==> src/verilog/hawk_tbl_pkg.sv <==
/*
 * table layout shared by the page-table write manager
 * entry ids start at 1 and id 0 is the null pointer
 * sizes and base addresses are fixed here and nowhere else
 */
`default_nettype none

package hawk_tbl_pkg;

	typedef logic [23:0] entry_id_t; // att or list index
	typedef logic [47:0] way_t;      // 4KB physical page number

	localparam entry_id_t NULL_ID = 24'd0;        // no entry
	localparam entry_id_t ATT_ENTRY_CNT = 24'd16;  // 2 att lines
	localparam entry_id_t LIST_ENTRY_CNT = 24'd8;  // 2 list lines

	// byte addresses of both tables, line aligned
	localparam logic [63:0] ATT_BASE = 64'h0000_0000_8000_0000;
	localparam logic [63:0] LIST_BASE = 64'h0000_0000_8000_1000;

	// first page handed out as a way by list init
	localparam way_t PPA_BASE_PAGE = 48'h0000_0009_0000;

	typedef enum logic [1:0] {
		DALLOC = 2'd0, // not allocated
		UNCOMP = 2'd1, // page held uncompressed
		COMP   = 2'd2  // page held compressed
	} att_sts_e;

	// 64 bit att entry, eight per line
	typedef struct packed {
		logic [5:0] rsvd;    // always zero
		logic [7:0] zpd_cnt; // zero page count
		way_t       way;
		att_sts_e   sts;
	} att_entry_t;

	// 128 bit list entry, four per line
	typedef struct packed {
		logic [7:0] rsvd;   // bits 127:120
		way_t       way;    // bits 119:72
		entry_id_t  att_id; // bits 71:48
		entry_id_t  prev;   // bits 47:24
		entry_id_t  next;   // bits 23:0
	} list_entry_t;

	// table write operations
	typedef enum logic [2:0] {
		ATT_INIT    = 3'd0, // att entry as deallocated
		LIST_INIT   = 3'd1, // full free list entry
		ATT_ALLOC   = 3'd2, // att entry to uncompressed
		FREE_POP    = 3'd3, // prev of new free head
		UNCOMP_PUSH = 3'd4, // next, prev and att id of pushed entry
		TAIL_LINK   = 3'd5  // next of old uncompressed tail
	} tbl_op_e;

endpackage

`default_nettype wire

==> src/verilog/hawk_axi_pkg.sv <==
/*
 * write bus view of one cache line
 * single beat bursts only, one line per address
 */
`default_nettype none

package hawk_axi_pkg;

	localparam int LINE_BYTES = 64;
	localparam int ADDR_W = 64;

	typedef logic [LINE_BYTES*8-1:0] line_data_t;
	typedef logic [LINE_BYTES-1:0] line_strb_t;

	// one packed line write
	typedef struct packed {
		logic [ADDR_W-1:0] addr;
		line_data_t        data;
		line_strb_t        strb; // byte enables with unwritten data bytes zero
	} line_wr_t;

	typedef enum logic [1:0] {
		OKAY   = 2'b00,
		EXOKAY = 2'b01,
		SLVERR = 2'b10,
		DECERR = 2'b11
	} resp_e;

endpackage

`default_nettype wire

==> src/verilog/hawk_tbl_op_if.sv <==
/*
 * one table op from sequencer to line packer
 * fields stay stable while valid is high and ready is low
 */
`timescale 1ns/100ps
`default_nettype none

interface hawk_tbl_op_if
	import hawk_tbl_pkg::*;
();
	logic      valid;
	logic      ready;
	tbl_op_e   op;
	entry_id_t id;     // entry being written
	way_t      way;
	entry_id_t ptr_a;  // prev, or the lone pointer written
	entry_id_t ptr_b;  // next
	entry_id_t att_id;
	logic [7:0] zpd;   // zero page count for att ops

	modport src (output valid, op, id, way, ptr_a, ptr_b, att_id, zpd, input ready);
	modport sink (input valid, op, id, way, ptr_a, ptr_b, att_id, zpd, output ready);

endinterface

`default_nettype wire

==> src/verilog/hawk_line_wr_if.sv <==
/*
 * one packed line write from packer to bus issuer
 * pkt stays stable while valid is high and ready is low
 */
`timescale 1ns/100ps
`default_nettype none

interface hawk_line_wr_if
	import hawk_axi_pkg::*;
();
	logic     valid;
	logic     ready;
	line_wr_t pkt; // address, data and byte strobes

	modport src (output valid, pkt, input ready);
	modport sink (input valid, pkt, output ready);

endinterface

`default_nettype wire

==> src/verilog/hawk_tbl_sequencer.sv <==
/*
 * mode FSM with entry counter and free/uncompressed head and tail registers
 * each init runs once, att before list, and updates are taken only in IDLE
 * update caller supplies the popped free entry and its next pointer
 */
`timescale 1ns/100ps
`default_nettype none

module hawk_tbl_sequencer
	import hawk_tbl_pkg::*;
(
	input  logic       clk_i,
	input  logic       rst_ni,
	input  logic       init_att,
	input  logic       init_list,
	input  logic       upd_valid,
	input  entry_id_t  upd_att_id,
	input  entry_id_t  upd_tol_id,
	input  entry_id_t  upd_next,
	input  way_t       upd_way,
	input  logic [7:0] upd_zpd,
	input  logic       idle,     // issuer has nothing held or outstanding
	hawk_tbl_op_if.src op,
	output logic       ready,
	output logic       att_init_done,
	output logic       list_init_done,
	output logic       upd_done,
	output entry_id_t  free_head,
	output entry_id_t  free_tail,
	output entry_id_t  uncomp_head,
	output entry_id_t  uncomp_tail
);

	typedef enum logic [2:0] {IDLE, ATT_INIT, LIST_INIT, ALLOC, POP, PUSH, LINK, DRAIN} state_e;

	state_e state, n_state;
	entry_id_t cnt, n_cnt;
	logic n_vld;
	logic n_att_done, n_list_done, n_upd_done;
	entry_id_t n_free_head, n_free_tail, n_uncomp_head, n_uncomp_tail;
	tbl_op_e n_op;
	entry_id_t n_id, n_ptr_a, n_ptr_b, n_att_id;
	way_t n_way;
	logic [7:0] n_zpd;
	entry_id_t u_att_id, u_tol_id, u_next; // latched update request
	logic att_go, list_go, upd_acc, xfer;

	// next pointer of a freshly built free list
	function automatic entry_id_t list_next(input entry_id_t id);
		list_next = (id == LIST_ENTRY_CNT) ? NULL_ID : id + 24'd1;
	endfunction

	assign ready = (state == IDLE);
	assign att_go = init_att && !att_init_done;
	assign list_go = init_list && !list_init_done;
	assign upd_acc = ready && upd_valid && !att_go && !list_go;
	assign xfer = op.valid && op.ready;

	always_comb begin
		n_state = state;
		n_cnt = cnt;
		n_vld = op.valid;
		n_att_done = att_init_done;
		n_list_done = list_init_done;
		n_upd_done = 1'b0; // strobe
		n_free_head = free_head;
		n_free_tail = free_tail;
		n_uncomp_head = uncomp_head;
		n_uncomp_tail = uncomp_tail;
		n_op = op.op; // payload holds unless a new op loads
		n_id = op.id;
		n_way = op.way;
		n_ptr_a = op.ptr_a;
		n_ptr_b = op.ptr_b;
		n_att_id = op.att_id;
		n_zpd = op.zpd;
		case (state)
			IDLE: begin
				if (att_go) begin
					n_state = ATT_INIT;
					n_cnt = 24'd1;
					n_vld = 1'b1;
					n_op = hawk_tbl_pkg::ATT_INIT;
					n_id = 24'd1;
					n_way = '0; // deallocated entries carry no way
					n_zpd = 8'd0;
					n_ptr_a = NULL_ID;
					n_ptr_b = NULL_ID;
					n_att_id = NULL_ID;
				end else if (list_go) begin
					n_state = LIST_INIT;
					n_cnt = 24'd1;
					n_vld = 1'b1;
					n_op = hawk_tbl_pkg::LIST_INIT;
					n_id = 24'd1;
					n_way = PPA_BASE_PAGE;
					n_zpd = 8'd0;
					n_ptr_a = NULL_ID;  // first entry has no prev
					n_ptr_b = list_next(24'd1);
					n_att_id = NULL_ID;
				end else if (upd_acc) begin
					n_state = ALLOC;
					n_vld = 1'b1;
					n_op = ATT_ALLOC;
					n_id = upd_att_id;
					n_way = upd_way;
					n_zpd = upd_zpd;
				end
			end
			ATT_INIT: begin
				if (xfer) begin
					if (cnt == ATT_ENTRY_CNT) begin
						n_vld = 1'b0;
						n_state = DRAIN;
					end else begin
						n_cnt = cnt + 24'd1;
						n_id = cnt + 24'd1;
					end
				end
			end
			LIST_INIT: begin
				if (xfer) begin
					if (cnt == LIST_ENTRY_CNT) begin
						n_vld = 1'b0;
						n_free_head = 24'd1; // whole table is one free list
						n_free_tail = LIST_ENTRY_CNT;
						n_state = DRAIN;
					end else begin
						n_cnt = cnt + 24'd1;
						n_id = cnt + 24'd1;
						n_ptr_a = cnt;
						n_ptr_b = list_next(cnt + 24'd1);
						n_way = op.way + 48'd1; // next page
					end
				end
			end
			ALLOC: begin
				if (xfer) begin
					if (free_head != free_tail) begin
						n_state = POP;
						n_op = FREE_POP;
						n_id = u_next;
						n_ptr_a = NULL_ID; // new head loses its prev
						n_ptr_b = NULL_ID;
						n_att_id = NULL_ID;
					end else begin
						n_free_head = NULL_ID; // last free entry taken
						n_free_tail = NULL_ID;
						n_state = PUSH;
						n_op = UNCOMP_PUSH;
						n_id = u_tol_id;
						n_ptr_a = uncomp_tail;
						n_ptr_b = NULL_ID;
						n_att_id = u_att_id;
					end
				end
			end
			POP: begin
				if (xfer) begin
					n_free_head = u_next;
					n_state = PUSH;
					n_op = UNCOMP_PUSH;
					n_id = u_tol_id;
					n_ptr_a = uncomp_tail; // prev is old tail
					n_ptr_b = NULL_ID;
					n_att_id = u_att_id;
				end
			end
			PUSH: begin
				if (xfer) begin
					if (uncomp_tail != NULL_ID) begin
						n_state = LINK;
						n_op = TAIL_LINK;
						n_id = uncomp_tail;
						n_ptr_a = u_tol_id; // old tail now points at us
						n_ptr_b = NULL_ID;
					end else begin
						n_uncomp_head = u_tol_id; // first push
						n_uncomp_tail = u_tol_id;
						n_vld = 1'b0;
						n_state = DRAIN;
					end
				end
			end
			LINK: begin
				if (xfer) begin
					n_uncomp_tail = u_tol_id;
					n_vld = 1'b0;
					n_state = DRAIN;
				end
			end
			DRAIN: begin
				if (idle) begin // last op left the packer and got its response
					n_state = IDLE;
					case (op.op)
						hawk_tbl_pkg::ATT_INIT:  n_att_done = 1'b1;
						hawk_tbl_pkg::LIST_INIT: n_list_done = 1'b1;
						default:                 n_upd_done = 1'b1;
					endcase
				end
			end
			default: n_state = IDLE;
		endcase
	end

	always_ff @(posedge clk_i or negedge rst_ni) begin
		if (!rst_ni) begin
			state <= IDLE;
			cnt <= NULL_ID;
			op.valid <= 1'b0;
			att_init_done <= 1'b0;
			list_init_done <= 1'b0;
			upd_done <= 1'b0;
			free_head <= NULL_ID;
			free_tail <= NULL_ID;
			uncomp_head <= NULL_ID;
			uncomp_tail <= NULL_ID;
		end else begin
			state <= n_state;
			cnt <= n_cnt;
			op.valid <= n_vld;
			att_init_done <= n_att_done;
			list_init_done <= n_list_done;
			upd_done <= n_upd_done;
			free_head <= n_free_head;
			free_tail <= n_free_tail;
			uncomp_head <= n_uncomp_head;
			uncomp_tail <= n_uncomp_tail;
		end
	end

	// op payload and update latch
	always_ff @(posedge clk_i) begin
		op.op <= n_op;
		op.id <= n_id;
		op.way <= n_way;
		op.ptr_a <= n_ptr_a;
		op.ptr_b <= n_ptr_b;
		op.att_id <= n_att_id;
		op.zpd <= n_zpd;
		if (upd_acc) begin
			u_att_id <= upd_att_id;
			u_tol_id <= upd_tol_id;
			u_next <= upd_next;
		end
	end

	// an update is never offered while an init is pending or running
	upd_vs_init: assert property (@(posedge clk_i) disable iff (!rst_ni)
		upd_valid |-> !(att_go || list_go || state inside {ATT_INIT, LIST_INIT}));

endmodule

`default_nettype wire

==> src/verilog/hawk_line_packer.sv <==
/*
 * maps a table op onto one line write with slot placed data and strobes
 * bytes outside the strobe are zero
 * one output register, refilled in the cycle it drains
 */
`timescale 1ns/100ps
`default_nettype none

module hawk_line_packer
	import hawk_tbl_pkg::*;
	import hawk_axi_pkg::*;
(
	input  logic        clk_i,
	input  logic        rst_ni,
	hawk_tbl_op_if.sink op,
	hawk_line_wr_if.src line
);

	entry_id_t   idx;      // zero based entry index
	logic        att_op;
	att_entry_t  att_ent;
	list_entry_t lst_ent;
	logic [15:0] lst_strb; // bytes of the 16 byte list entry
	line_wr_t    nxt;
	line_wr_t    pkt_q;
	logic        vld_q;

	assign idx = op.id - 24'd1;
	assign att_op = (op.op == ATT_INIT) || (op.op == ATT_ALLOC);

	always_comb begin
		att_ent = '0;
		att_ent.zpd_cnt = op.zpd;
		att_ent.way = op.way;
		att_ent.sts = (op.op == ATT_ALLOC) ? UNCOMP : DALLOC;
		lst_ent = '0;
		lst_strb = 16'h0000;
		case (op.op)
			LIST_INIT: begin
				lst_ent.way = op.way;
				lst_ent.att_id = op.att_id;
				lst_ent.prev = op.ptr_a;
				lst_ent.next = op.ptr_b;
				lst_strb = 16'hffff; // whole entry
			end
			FREE_POP: begin
				lst_ent.prev = op.ptr_a;
				lst_strb = 16'h0038; // prev field only
			end
			UNCOMP_PUSH: begin
				lst_ent.att_id = op.att_id;
				lst_ent.prev = op.ptr_a;
				lst_ent.next = op.ptr_b;
				lst_strb = 16'h01ff; // next, prev, att id
			end
			TAIL_LINK: begin
				lst_ent.next = op.ptr_a;
				lst_strb = 16'h0007; // next field only
			end
			default: ;
		endcase
		if (att_op) begin
			// eight entries per line
			nxt.addr = ATT_BASE + {37'd0, idx[23:3], 6'd0};
			nxt.data = line_data_t'(att_ent) << {idx[2:0], 6'd0};
			nxt.strb = line_strb_t'(8'hff) << {idx[2:0], 3'd0};
		end else begin
			// four entries per line
			nxt.addr = LIST_BASE + {36'd0, idx[23:2], 6'd0};
			nxt.data = line_data_t'(lst_ent) << {idx[1:0], 7'd0};
			nxt.strb = line_strb_t'(lst_strb) << {idx[1:0], 4'd0};
		end
	end

	assign op.ready = !vld_q || line.ready; // empty or draining now

	always_ff @(posedge clk_i or negedge rst_ni) begin
		if (!rst_ni) begin
			vld_q <= 1'b0;
		end else if (op.ready) begin
			vld_q <= op.valid;
		end
	end

	always_ff @(posedge clk_i) begin
		if (op.valid && op.ready) begin
			pkt_q <= nxt;
		end
	end

	assign line.valid = vld_q;
	assign line.pkt = pkt_q;

	// sequencer never hands over the null id
	no_null_id: assert property (@(posedge clk_i) disable iff (!rst_ni)
		op.valid && op.ready |-> op.id != NULL_ID);

endmodule

`default_nettype wire

==> src/verilog/hawk_axi_wr_issuer.sv <==
/*
 * one line at a time on the write channels, address first then data
 * responses are in order and bready is tied high
 * idle also counts a line still offered by the packer
 */
`timescale 1ns/100ps
`default_nettype none

module hawk_axi_wr_issuer
	import hawk_axi_pkg::*;
(
	input  logic              clk_i,
	input  logic              rst_ni,
	hawk_line_wr_if.sink      line,
	input  logic              awready,
	input  logic              wready,
	input  logic              bvalid,
	input  resp_e             bresp,
	output logic              awvalid,
	output logic              wvalid,
	output logic [ADDR_W-1:0] awaddr,
	output line_data_t        wdata,
	output line_strb_t        wstrb,
	output logic              idle,
	output logic              bus_error
);

	line_wr_t   pkt_q;    // line being issued
	logic       held;
	logic       aw_hs, w_hs, b_hs, b_ok;
	logic [7:0] pend_cnt; // aw handshakes awaiting a response

	assign held = awvalid || wvalid; // aw phase then w phase
	assign line.ready = !held;
	assign aw_hs = awvalid && awready;
	assign w_hs = wvalid && wready;
	assign b_hs = bvalid; // bready tied high
	assign b_ok = b_hs && (bresp == OKAY) && (pend_cnt != 8'd0);

	always_ff @(posedge clk_i or negedge rst_ni) begin
		if (!rst_ni) begin
			awvalid <= 1'b0;
			wvalid <= 1'b0;
		end else if (line.valid && line.ready) begin
			awvalid <= 1'b1; // address next cycle
		end else if (aw_hs) begin
			awvalid <= 1'b0;
			wvalid <= 1'b1;
		end else if (w_hs) begin
			wvalid <= 1'b0;
		end
	end

	always_ff @(posedge clk_i) begin
		if (line.valid && line.ready) begin
			pkt_q <= line.pkt;
		end
	end

	always_ff @(posedge clk_i or negedge rst_ni) begin
		if (!rst_ni) begin
			pend_cnt <= 8'd0;
			bus_error <= 1'b0;
		end else begin
			case ({aw_hs, b_ok})
				2'b10:   pend_cnt <= pend_cnt + 8'd1;
				2'b01:   pend_cnt <= pend_cnt - 8'd1;
				default: pend_cnt <= pend_cnt; // none or both
			endcase
			if (b_hs && ((bresp != OKAY) || (pend_cnt == 8'd0))) begin
				bus_error <= 1'b1; // sticky
			end
		end
	end

	assign awaddr = pkt_q.addr;
	assign wdata = pkt_q.data;
	assign wstrb = pkt_q.strb;
	assign idle = !held && !line.valid && (pend_cnt == 8'd0);

	// stalled channels keep their payload
	aw_stable: assert property (@(posedge clk_i) disable iff (!rst_ni)
		awvalid && !awready |=> awvalid && $stable(awaddr));
	w_stable: assert property (@(posedge clk_i) disable iff (!rst_ni)
		wvalid && !wready |=> wvalid && $stable(wdata));

endmodule

`default_nettype wire

==> src/verilog/hawk_pgwr_mngr.sv <==
/*
 * page-table write manager top
 * att and list init plus free to uncompressed page allocation
 * update caller supplies popped entry id, way and next pointer
 */
`timescale 1ns/100ps
`default_nettype none

module hawk_pgwr_mngr
	import hawk_tbl_pkg::*;
	import hawk_axi_pkg::*;
(
	input  logic              clk_i,
	input  logic              rst_ni,
	input  logic              init_att,
	input  logic              init_list,
	input  logic              upd_valid,
	input  entry_id_t         upd_att_id,
	input  entry_id_t         upd_tol_id,
	input  entry_id_t         upd_next,
	input  way_t              upd_way,
	input  logic [7:0]        upd_zpd,
	input  logic              awready,
	input  logic              wready,
	input  logic              bvalid,
	input  resp_e             bresp,
	output logic              awvalid,
	output logic              wvalid,
	output logic [ADDR_W-1:0] awaddr,
	output line_data_t        wdata,
	output line_strb_t        wstrb,
	output logic              ready,
	output logic              att_init_done,
	output logic              list_init_done,
	output logic              upd_done,
	output logic              bus_error,
	output entry_id_t         free_head,
	output entry_id_t         free_tail,
	output entry_id_t         uncomp_head,
	output entry_id_t         uncomp_tail
);

	logic wr_idle; // issuer quiet

	hawk_tbl_op_if op_if ();
	hawk_line_wr_if line_if ();

	hawk_tbl_sequencer u_seq (
		.clk_i, .rst_ni, .init_att, .init_list,
		.upd_valid, .upd_att_id, .upd_tol_id, .upd_next, .upd_way, .upd_zpd,
		.idle (wr_idle),
		.op (op_if.src),
		.ready, .att_init_done, .list_init_done, .upd_done,
		.free_head, .free_tail, .uncomp_head, .uncomp_tail
	);

	hawk_line_packer u_pack (
		.clk_i, .rst_ni,
		.op (op_if.sink),
		.line (line_if.src)
	);

	hawk_axi_wr_issuer u_iss (
		.clk_i, .rst_ni,
		.line (line_if.sink),
		.awready, .wready, .bvalid, .bresp,
		.awvalid, .wvalid, .awaddr, .wdata, .wstrb,
		.idle (wr_idle),
		.bus_error
	);

endmodule

`default_nettype wire

==> config.mk <==
export PLATFORM = sky130hd
export DESIGN_NAME = hawk_pgwr_mngr
export DESIGN_NICKNAME = d
export VERILOG_FILES = /design/src/verilog/hawk_tbl_pkg.sv /design/src/verilog/hawk_axi_pkg.sv /design/src/verilog/hawk_tbl_op_if.sv /design/src/verilog/hawk_line_wr_if.sv /design/src/verilog/hawk_tbl_sequencer.sv /design/src/verilog/hawk_line_packer.sv /design/src/verilog/hawk_axi_wr_issuer.sv /design/src/verilog/hawk_pgwr_mngr.sv
export SDC_FILE = /design/constraint.sdc
export NUM_CORES = 1
export LEC_CHECK = 0
export BUFFER_PORTS_ARGS = -buffer_cell sky130_fd_sc_hd__buf_2
export CAP_MARGIN = 30
export CORE_MARGIN = 1
export CORE_UTILIZATION = 36
export DETAILED_ROUTE_END_ITERATION = 8
export GPL_TIMING_DRIVEN = 0
export PLACE_DENSITY_LB_ADDON = 0.25
export SLEW_MARGIN = 20
export SYNTH_ARGS = -nofsm -noshare
export SYNTH_HDL_FRONTEND = slang
export SYNTH_SLANG_ARGS = --single-unit
==> constraint.sdc <==
create_clock -name clk_i -period 58.1 [get_ports clk_i]
set_input_delay 11.62 -clock clk_i [delete_from_list [all_inputs] [get_ports clk_i]]
set_output_delay 11.62 -clock clk_i [all_outputs]
set_load 0.01 [all_outputs]
After elaboration in Yosys (flattened, before gate mapping)
Cells that the tools add are included.

operators by class
  $add $sub $neg = 8
  multiply operators = 0
  divide/modulo/power cells = 0
  order comparisons = 0
  eq/ne operators = 35
  shift operators = 4
  mux-type cells = 108
  bitwise gates (word level) = 2
  reduce and logical (&&, ||, !) cells = 68

operator list
  cell                    number
  $mux 24                 45
  $mux 640                1
  $shl 120x9->512         1
  $shl 58x9->512          1
  $mux 48                 6
  $pmux 24 s3             3
  $pmux 24 s2             3
  $pmux 24 s6             1
  $pmux 24 s5             1
  $pmux 24 s4             1
  $pmux 48 s2             1
  $pmux 16 s4             1
  $shl 16x6->64           1
  $shl 8x6->64 const A    1
  $mux 3                  20
  $add 24x1->24 const B   2
  $add 48x1->48 const B   1
  $eq 24x4->1 const B     2
  $add 32x27->33 const A  1
  $add 32x28->33 const A  1
  $eq 24x5->1 const B     1
  $ne 24x24->1            1
  $pmux 3 s8              1
  $reduce_bool 24->1      1
  41 further kinds        127

word-level totals
  register bits after elaboration = 1646
  bits in latches = 0
  RAM bits = 0
  memory bits (read-only) = 0
  bits of input ports = 138
  output and inout port bits = 743
  logic and storage cells = 256
  memories kept = 0

Depth between registers and ports, before layout
Gate-level depths: netlist of the first run.

  word-level depth = 9
  depth in mapped cells = 13

Modules after synthesis
Synthesis of the first run repeated with hierarchy kept, for this count alone.

unflattened totals
  cell total of the unflattened synthesis = 3781
  area, all modules = 59303.1 um^2

by module, submodules not included
  module              instances  cells an instance  area each (um^2)  sequential area each (um^2)
  hawk_line_packer    1          1657               23383.7           15970.3
  hawk_axi_wr_issuer  1          746                20156.8           19493.7
  hawk_tbl_sequencer  1          1378               15762.6           9419.0

Worst setup path before layout of the first run
OpenSTA, ideal clock, no wires.

  kind = flip-flop to flip-flop
  from = register u_iss.awvalid
  to = register u_iss.pkt_q, in the netlist u_iss.awaddr[10] (enable)
  setup time = 2.188 ns
  data arrival time = 38.891 ns
  slack = 17.021 ns
  cell stages (with the launch flop) = 2
  buffers on the path = 0
  clock period less this slack = 41.079 ns
  path through = dfrtp_1 nor3b_1

between the ends
  cells in the longest elaborated chain, start to end = 3

RTL lines
  element                 RTL line                  source
  start, declared         hawk_axi_wr_issuer.sv:19  output logic awvalid,
  start signal, assigned  hawk_axi_wr_issuer.sv:42  awvalid <= 1'b0;
  start signal, assigned  hawk_axi_wr_issuer.sv:45  awvalid <= 1'b1;
  start signal, assigned  hawk_axi_wr_issuer.sv:47  awvalid <= 1'b0;
  $logic_or 1x1->1        hawk_axi_wr_issuer.sv:33  assign held = awvalid || wvalid;
  $logic_not 1->1         hawk_axi_wr_issuer.sv:34  assign line.ready = !held;
  $logic_and 1x1->1       hawk_axi_wr_issuer.sv:55  if (line.valid && line.ready) begin
  end signal, assigned    hawk_axi_wr_issuer.sv:56  pkt_q <= line.pkt;
  end, declared           hawk_axi_wr_issuer.sv:28  line_wr_t pkt_q;

Every way passes these cells.
A chain may end at the register's enable or synchronous reset.

Worst setup path after layout of the first run
  from = register u_seq.state[1]
  to = output port ready

between the ends
  cells in the longest elaborated chain, start to end = 1

RTL lines
  element                 RTL line                   source
  start, declared         hawk_tbl_sequencer.sv:36   state_e state, n_state;
  start signal, assigned  hawk_tbl_sequencer.sv:219  state <= n_state;
  $logic_not 3->1         hawk_tbl_sequencer.sv:53   assign ready = (state == IDLE);
  end, declared           hawk_pgwr_mngr.sv:32       output logic ready,

Every way passes these cells.

==> results of run 1 <==
==> path summary, 6_finish.rpt <==
check,end,from,cells past startpoint
worst min-delay path,u_iss.wstrb[24],u_pack.line.pkt[24],0
worst max register to register,u_pack.line.pkt[177],u_seq.op.id[0],12
max in group asynchronous,u_seq.state[1],rst_ni,2
min in group asynchronous,u_seq.free_head[17],rst_ni,1
worst max-delay path,ready,u_seq.state[1],4
worst min register to register,u_iss.wstrb[24],u_pack.line.pkt[24],0
==> sequential cells by signal (all words and copies together), names as in the netlist, 3 cells and up <==
register           flops
u_seq.free_head       24
u_seq.op.zpd           8
u_seq.op.op            3
u_iss.pend_cnt         8
u_iss.wstrb           20
u_seq.u_tol_id        24
u_seq.u_att_id        24
u_iss.awaddr          23
u_seq.state            3
u_pack.line.pkt      531
u_seq.op.att_id       24
u_seq.op.way          48
u_seq.op.ptr_a        24
u_seq.cnt             24
u_seq.uncomp_head     24
u_seq.u_next          24
u_seq.uncomp_tail     24
u_iss.wdata          488
u_seq.op.ptr_b        24
u_seq.op.id           24
==> cell families (layout without fill, tap and decap cells) <==
logic type	Yosys count	in the layout	synth area share, %
other cells	2	98	0.01331
fa+ha+maj	24	24	0.5410
compound gates	859	859	11.45
mux	56	56	1.109
simple gates	849	849	7.344
xor+xnor	110	110	1.721
flops	1405	1405	73.74
buf+inv	474	1636	4.086
==> placed cells by master, fill, tap and decap left out, drive strengths merged, types with 10 or more instances in the layout <==
cell / n
o21a: 15
a21oi: 96
diode: 10
nand2b: 12
edfxtp: 1289
a31oi: 26
and2: 72
nor2: 207
or4: 11
clkbuf: 451
a21o: 13
conb: 88
nand2: 271
or3: 11
nor2b: 19
o22ai: 94
a32o: 138
bufinv: 11
nand4: 23
clkinv: 69
dfrtp: 116
nand3: 43
a22oi: 50
o31ai: 12
mux2: 52
buf: 1054
a22o: 174
and3: 19
a222oi: 40
o21ai: 135
xnor2: 64
nor3b: 27
nor3: 59
ha: 22
nor4: 45
inv: 47
xor2: 46
==> through the flow <==
step | hold WS (ns) | utilization (%) | power (mW) | setup TNS, ns | setup slack, ns
global route | 0.3817 | 44.81 | 2.121 | 0 | 43.93
global placement | 0.4002 | 40.88 | 1.130 | -1559.24 | -3.057
detailed placement | 0.4045 | 41.61 | 1.130 | 0 | 43.58
CTS | 0.3881 | 44.81 | 2.085 | 0 | 44.06
finish | 0.3817 | 44.82 | 2.066 | 0 | 44.12
floorplan | 0.4003 | - | 1.119 | 0 | 17.02
==> where the power goes <==
part	leakage [nW]	switching, mW	internal (mW)
registers	15.1	0.00000000000000000458	1.09
logic	9.82	0.0115	0.00826
clock network	2.42	0.414	0.542
total	27.4	0.426	1.64
==> cell usage after synthesis, types with 59 or more instances <==
master,instances,share of area (%)
o22ai_1,94,1.0
and2_1,72,0.80
nand2_1,271,1.8
nor2_1,207,1.4
o21ai_0,118,1.0
a21oi_1,96,0.85
edfxtp_1,1289,69
a32o_1,138,2.4
dfrtp_1,116,5.1
xnor2_1,63,0.98
clkbuf_1,267,1.8
buf_4,132,1.8
a22o_1,174,2.7
nor3_1,59,0.52
==> per-layer routing <==
| metal | vias up | track usage [%] |
|---|---|---|
| li1 | 16731 | - |
| met1 | 18947 | 31.54 |
| met2 | 1953 | 41.19 |
| met3 | 351 | 5.061 |
| met4 | 8 | 10.35 |
| met5 | - | 0 |
==> cell type report <==
| cell class | instances | share of cell area, % |
|---|---|---|
| buffer | 437 | 3.129 |
| clock buffer | 178 | 5.696 |
| inverter | 37 | 0.2074 |
| multi-input combinational | 1986 | 18.66 |
| clock inverter | 94 | 1.432 |
| antenna | 10 | 0.03607 |
| sequential | 1405 | 59.98 |
| timing repair buffer | 890 | 7.175 |
| tap | 2044 | 3.687 |
==> worst max-delay path, stage by stage, from the launching register on <==
cell	delay, ns
dfrtp_1	0.49
clkbuf_1	0.29
nor3_1	0.41
buf_2	0.26
buf_2	0.15
==> impl_metrics.yaml, run 1 <==
detailed_routing:
  routed_via_density: 5.365
  wl_met2_mm: 97.77
  wl_met1_mm: 80.71
  route.detailed.drc: 0
  drt-initial-drc-count: 4301
  first_pass_iters: 8
  antenna_left: 0
  vias: 37990
  maxUsedRoutingLayer: "met5"
  wirelength_mm: 202.6
  wl_per_cell_um: 28.61
  met3_length_mm: 15.40
hold_path:
  hold_class: "register to register"
floorplan:
  rows: 144
  io_pins: 881
  core_area_sq_um: 154800
  fp.dieArea_sq_um: 158300
  initial_utilization_pct: 36.46
  die_w_um: 397.9
  fp.dieH_um: 397.9
clock_tree:
  cts_tree: "built"
  holdBufCountCts: 0
  clk_pin_slew_ns: 0.06
  cts_buffers: 151
  cts_buffer_depth: 3
  cts-root-buf: "clkbuf_16"
  htreeDepth: 4
  clk_latency_ns: 0.81
  post_cts_buffers: 0
  cts_resized: 0
  clock-sinks: 1405
job:
  maxCapViolCount: 0
grt:
  grt_pass1_wl_mm: 274.4
  grt_antenna_before_repair: 29
  grt_overflow: 0
  grt_max_degree: 85
  track_usage_pct: 24.82
  grt_pass1_vias: 36256
finish:
  fin_cells: 7081
  regArea_sq_um: 41610
  finish.instance_area_sq_um: 69370
  multiInputGateArea_sq_um: 12940
  syn_to_final_growth_pct: 22.94
  drive_above_1_share_pct: 27.17
  fillCellCount: 14001
  nets: 5069
setup_path:
  crit_required_ns: 46.48
  cp_max_fo: 10
  endpoint_kind: "primary output"
  r2r_slack_ns: 52.84
  path_class: "register to primary output"
  cp-start-kind: "register"
  crit_arrival_ns: 2.36
synth:
  syn_inst: 3779
  async_flop_share_pct: 8.256
  synthDistinctLibCells: 84
  avgSynthCellArea_sq_um: 14.93
  synth-edff-count: 1289
  ys_seq_area_share_pct: 73.74
  syn-cell-area_sq_um: 56430
  ys_warn_count: 0
  synth_ff_type: "edfxtp_1"
  ys_ff_latch: 1405
placed_design:
  placed_area_sq_um: 64400
  dp.cells: 6799
  portBuffers: 792
  dp_hpwl_mm: 155.2
  routabilityCongestion: 0.9528
sta:
  relSlewSlack_pct: 28.63
  hold_viol_final: 0
  post-route-period-util_pct: 24.07
  fin_crit_ns: 13.98
  max_freq_mhz: 71.51
  tightest_slew_ns: 1.063
  rsz0062_at_grt: "no"
  slew_viol_final: 0
  setup_viol: 0
  finClkSkew_ns: 0.06222
power:
  leakage_nw: 27.39
  p_per_area_nw_per_um2: 29.78
  max-vdd-ir-drop_v: 0.00002388
outcome:
  status: "complete, no violations"
Power figures use the tool's default switching activity.
==> run 2: changes to the inputs <==
clock period = 11.5 ns   (was 58.1 ns; I/O delays follow)
==> impl_metrics.yaml, run 2 (synthesis results as in run 1) <==
outcome:
  status: "complete, no violations"
sta:
  hold_ws_ns: 0.3860
  layout_setup_ws_ns: 6.256
  max_freq_mhz: 190.7
  relSlewSlack_pct: 35.71
  tightest_slew_ns: 0.9570
  slew_viol_final: 0
  fin_crit_ns: 5.244
  setup_viol: 0
  finClkSkew_ns: 0.03687
  hold_viol_final: 0
  rsz0062_at_grt: "no"
  post-route-period-util_pct: 45.60
detailed_routing:
  wl_met1_mm: 80.58
  wl_per_cell_um: 28.60
  vias: 38036
  first_pass_iters: 6
  wirelength_mm: 202.4
  maxUsedRoutingLayer: "met5"
  antenna_left: 0
  routed_via_density: 5.376
  wl_met2_mm: 98.74
  drt-initial-drc-count: 4534
  met3_length_mm: 15.61
  route.detailed.drc: 0
floorplan:
  io_pins: 881
  fp.dieH_um: 397.9
  fp.dieArea_sq_um: 158300
  core_area_sq_um: 154800
  initial_utilization_pct: 36.46
  rows: 144
  die_w_um: 397.9
grt:
  grt_overflow: 0
  grt_pass1_wl_mm: 275.2
  grt_antenna_before_repair: 24
  track_usage_pct: 24.82
  grt_max_degree: 124
  grt_pass1_vias: 36127
clock_tree:
  clk_latency_ns: 0.78
  cts_tree: "built"
  cts-root-buf: "clkbuf_16"
  htreeDepth: 4
  post_cts_buffers: 0
  cts_buffers: 152
  cts_resized: 0
  clock-sinks: 1405
  cts_buffer_depth: 3
  clk_pin_slew_ns: 0.06
  holdBufCountCts: 0
setup_path:
  crit_arrival_ns: 5.86
  slowest_delay_ns: 0.77
  path_class: "register to register"
  crit_family: "buffers and inverters"
  cp-start-kind: "register"
  cp_max_fo: 10
  cp_common_cell: "clkbuf_1"
  slowest_stage: "clkbuf_1"
  crit_required_ns: 12.12
  endpoint_kind: "register"
  worstPathCellList: "buf_6 -> inv_1 -> ha_1 -> ha_1 -> clkbuf_1 -> and2_1 -> clkbuf_1 -> nand2_1 -> nor2_1 -> clkbuf_1 -> clkbuf_1 -> a22o_1"
  path_buf_inv: 6
finish:
  finish.instance_area_sq_um: 69560
  largest_reg_flops: 531
  drive_above_1_share_pct: 26.82
  fillCellCount: 14038
  layout_commonest_cell: "edfxtp_1"
  postLayoutCoreUtil_pct: 44.95
  final_cell_mix: "edfxtp_1 (1289), buf_2 (810), clkbuf_1 (303)"
  syn_to_final_growth_pct: 23.27
  nets: 5055
placed_design:
  dp_slack_ns: 6.262
  placed_area_sq_um: 64450
  portBuffers: 792
  dp_hpwl_mm: 154.2
  routabilityCongestion: 0.9625
job:
  maxCapViolCount: 0
power:
  power.share.clock_pct: 47.0
  sequentialPowerShare_pct: 52.1
  max-vdd-ir-drop_v: 0.0001224
  p_switching_mw: 2.129
  p_per_area_nw_per_um2: 151.8
  total_power_mw: 10.56
  combPwrFrac_pct: 0.9
  p_int_mw: 8.432
  leakage_nw: 27.38
  p_sw_share_pct: 20.16
hold_path:
  hold_class: "register to register"
## run 2: changes by cell type in the layout (fill, tap and decap cells not counted), moves of 3 or more
cell       change
clkinv_1       -7
clkinv_2       -6
buf_6         +10
bufinv_16      +5
buf_4         -46
inv_6          -3
clkbuf_1      +18
buf_8         +20
## run 2: stage by stage
step	cells	TNS, ns
after floorplan	3865	-1522.89
after global placement	6701	-5261.14
after detailed placement	6783	0
after CTS	7062	0
after global routing	7065	0
final	7075	0
## run 2: path summary, 6_finish.rpt
kind | cells past startpoint | slack (ns) | start | to
min in group asynchronous | 1 | 1.43 | rst_ni | u_seq.uncomp_head[11]
setup / recovery | 12 | 6.26 | u_seq.op.id[0] | u_pack.line.pkt[183]
max in group asynchronous | 2 | 9.32 | rst_ni | u_iss.wvalid
hold reg to reg | 0 | 0.39 | u_pack.line.pkt[343] | u_iss.wdata[279]
hold / removal | 0 | 0.39 | u_pack.line.pkt[343] | u_iss.wdata[279]
setup reg to reg | 12 | 6.26 | u_seq.op.id[0] | u_pack.line.pkt[183]
## run 2: final cells by class
class	instances	area (sq um)	area share, %
flip-flops and latches	1405	41610	59.82
multi-input cells	1986	12940	18.61
repair buffers	875	5029	7.229
clock buffers	197	4065	5.844
well taps	2044	2557	3.677
plain buffers	437	2170	3.119
clock inverters	82	1005	1.444
inverters	37	151.4	0.2176
diodes	12	30.03	0.04317
## run 2: per-layer routing
metal	track usage, %	vias to the layer above
met5	0	-
met4	8.894	8
met3	4.651	356
met2	41.71	1954
met1	31.92	19009
li1	-	16709
## run 2: worst reg2reg max path: stages, from the launching register on
cell      delay (ns)
edfxtp_1        0.47
buf_6           0.18
inv_1           0.13
ha_1            0.35
ha_1            0.34
clkbuf_1        0.42
and2_1          0.20
clkbuf_1        0.32
nand2_1         0.36
nor2_1          0.57
clkbuf_1        0.78
clkbuf_1        0.71
a22o_1          0.28
## run 2: power by group through the flow
| stage | Clock, mW | Sequential [mW] | Combinational [mW] |
|---|---|---|---|
| 2_1_floorplan | 0 | 5.61 | 0.0450 |
| 3_3_place_gp | 0 | 5.61 | 0.0973 |
| 3_5_place_dp | 0 | 5.61 | 0.0994 |
| 4_1_cts | 5.06 | 5.50 | 0.0996 |
| 5_1_grt | 5.24 | 5.50 | 0.108 |
| 6_report | 4.96 | 5.50 | 0.0998 |
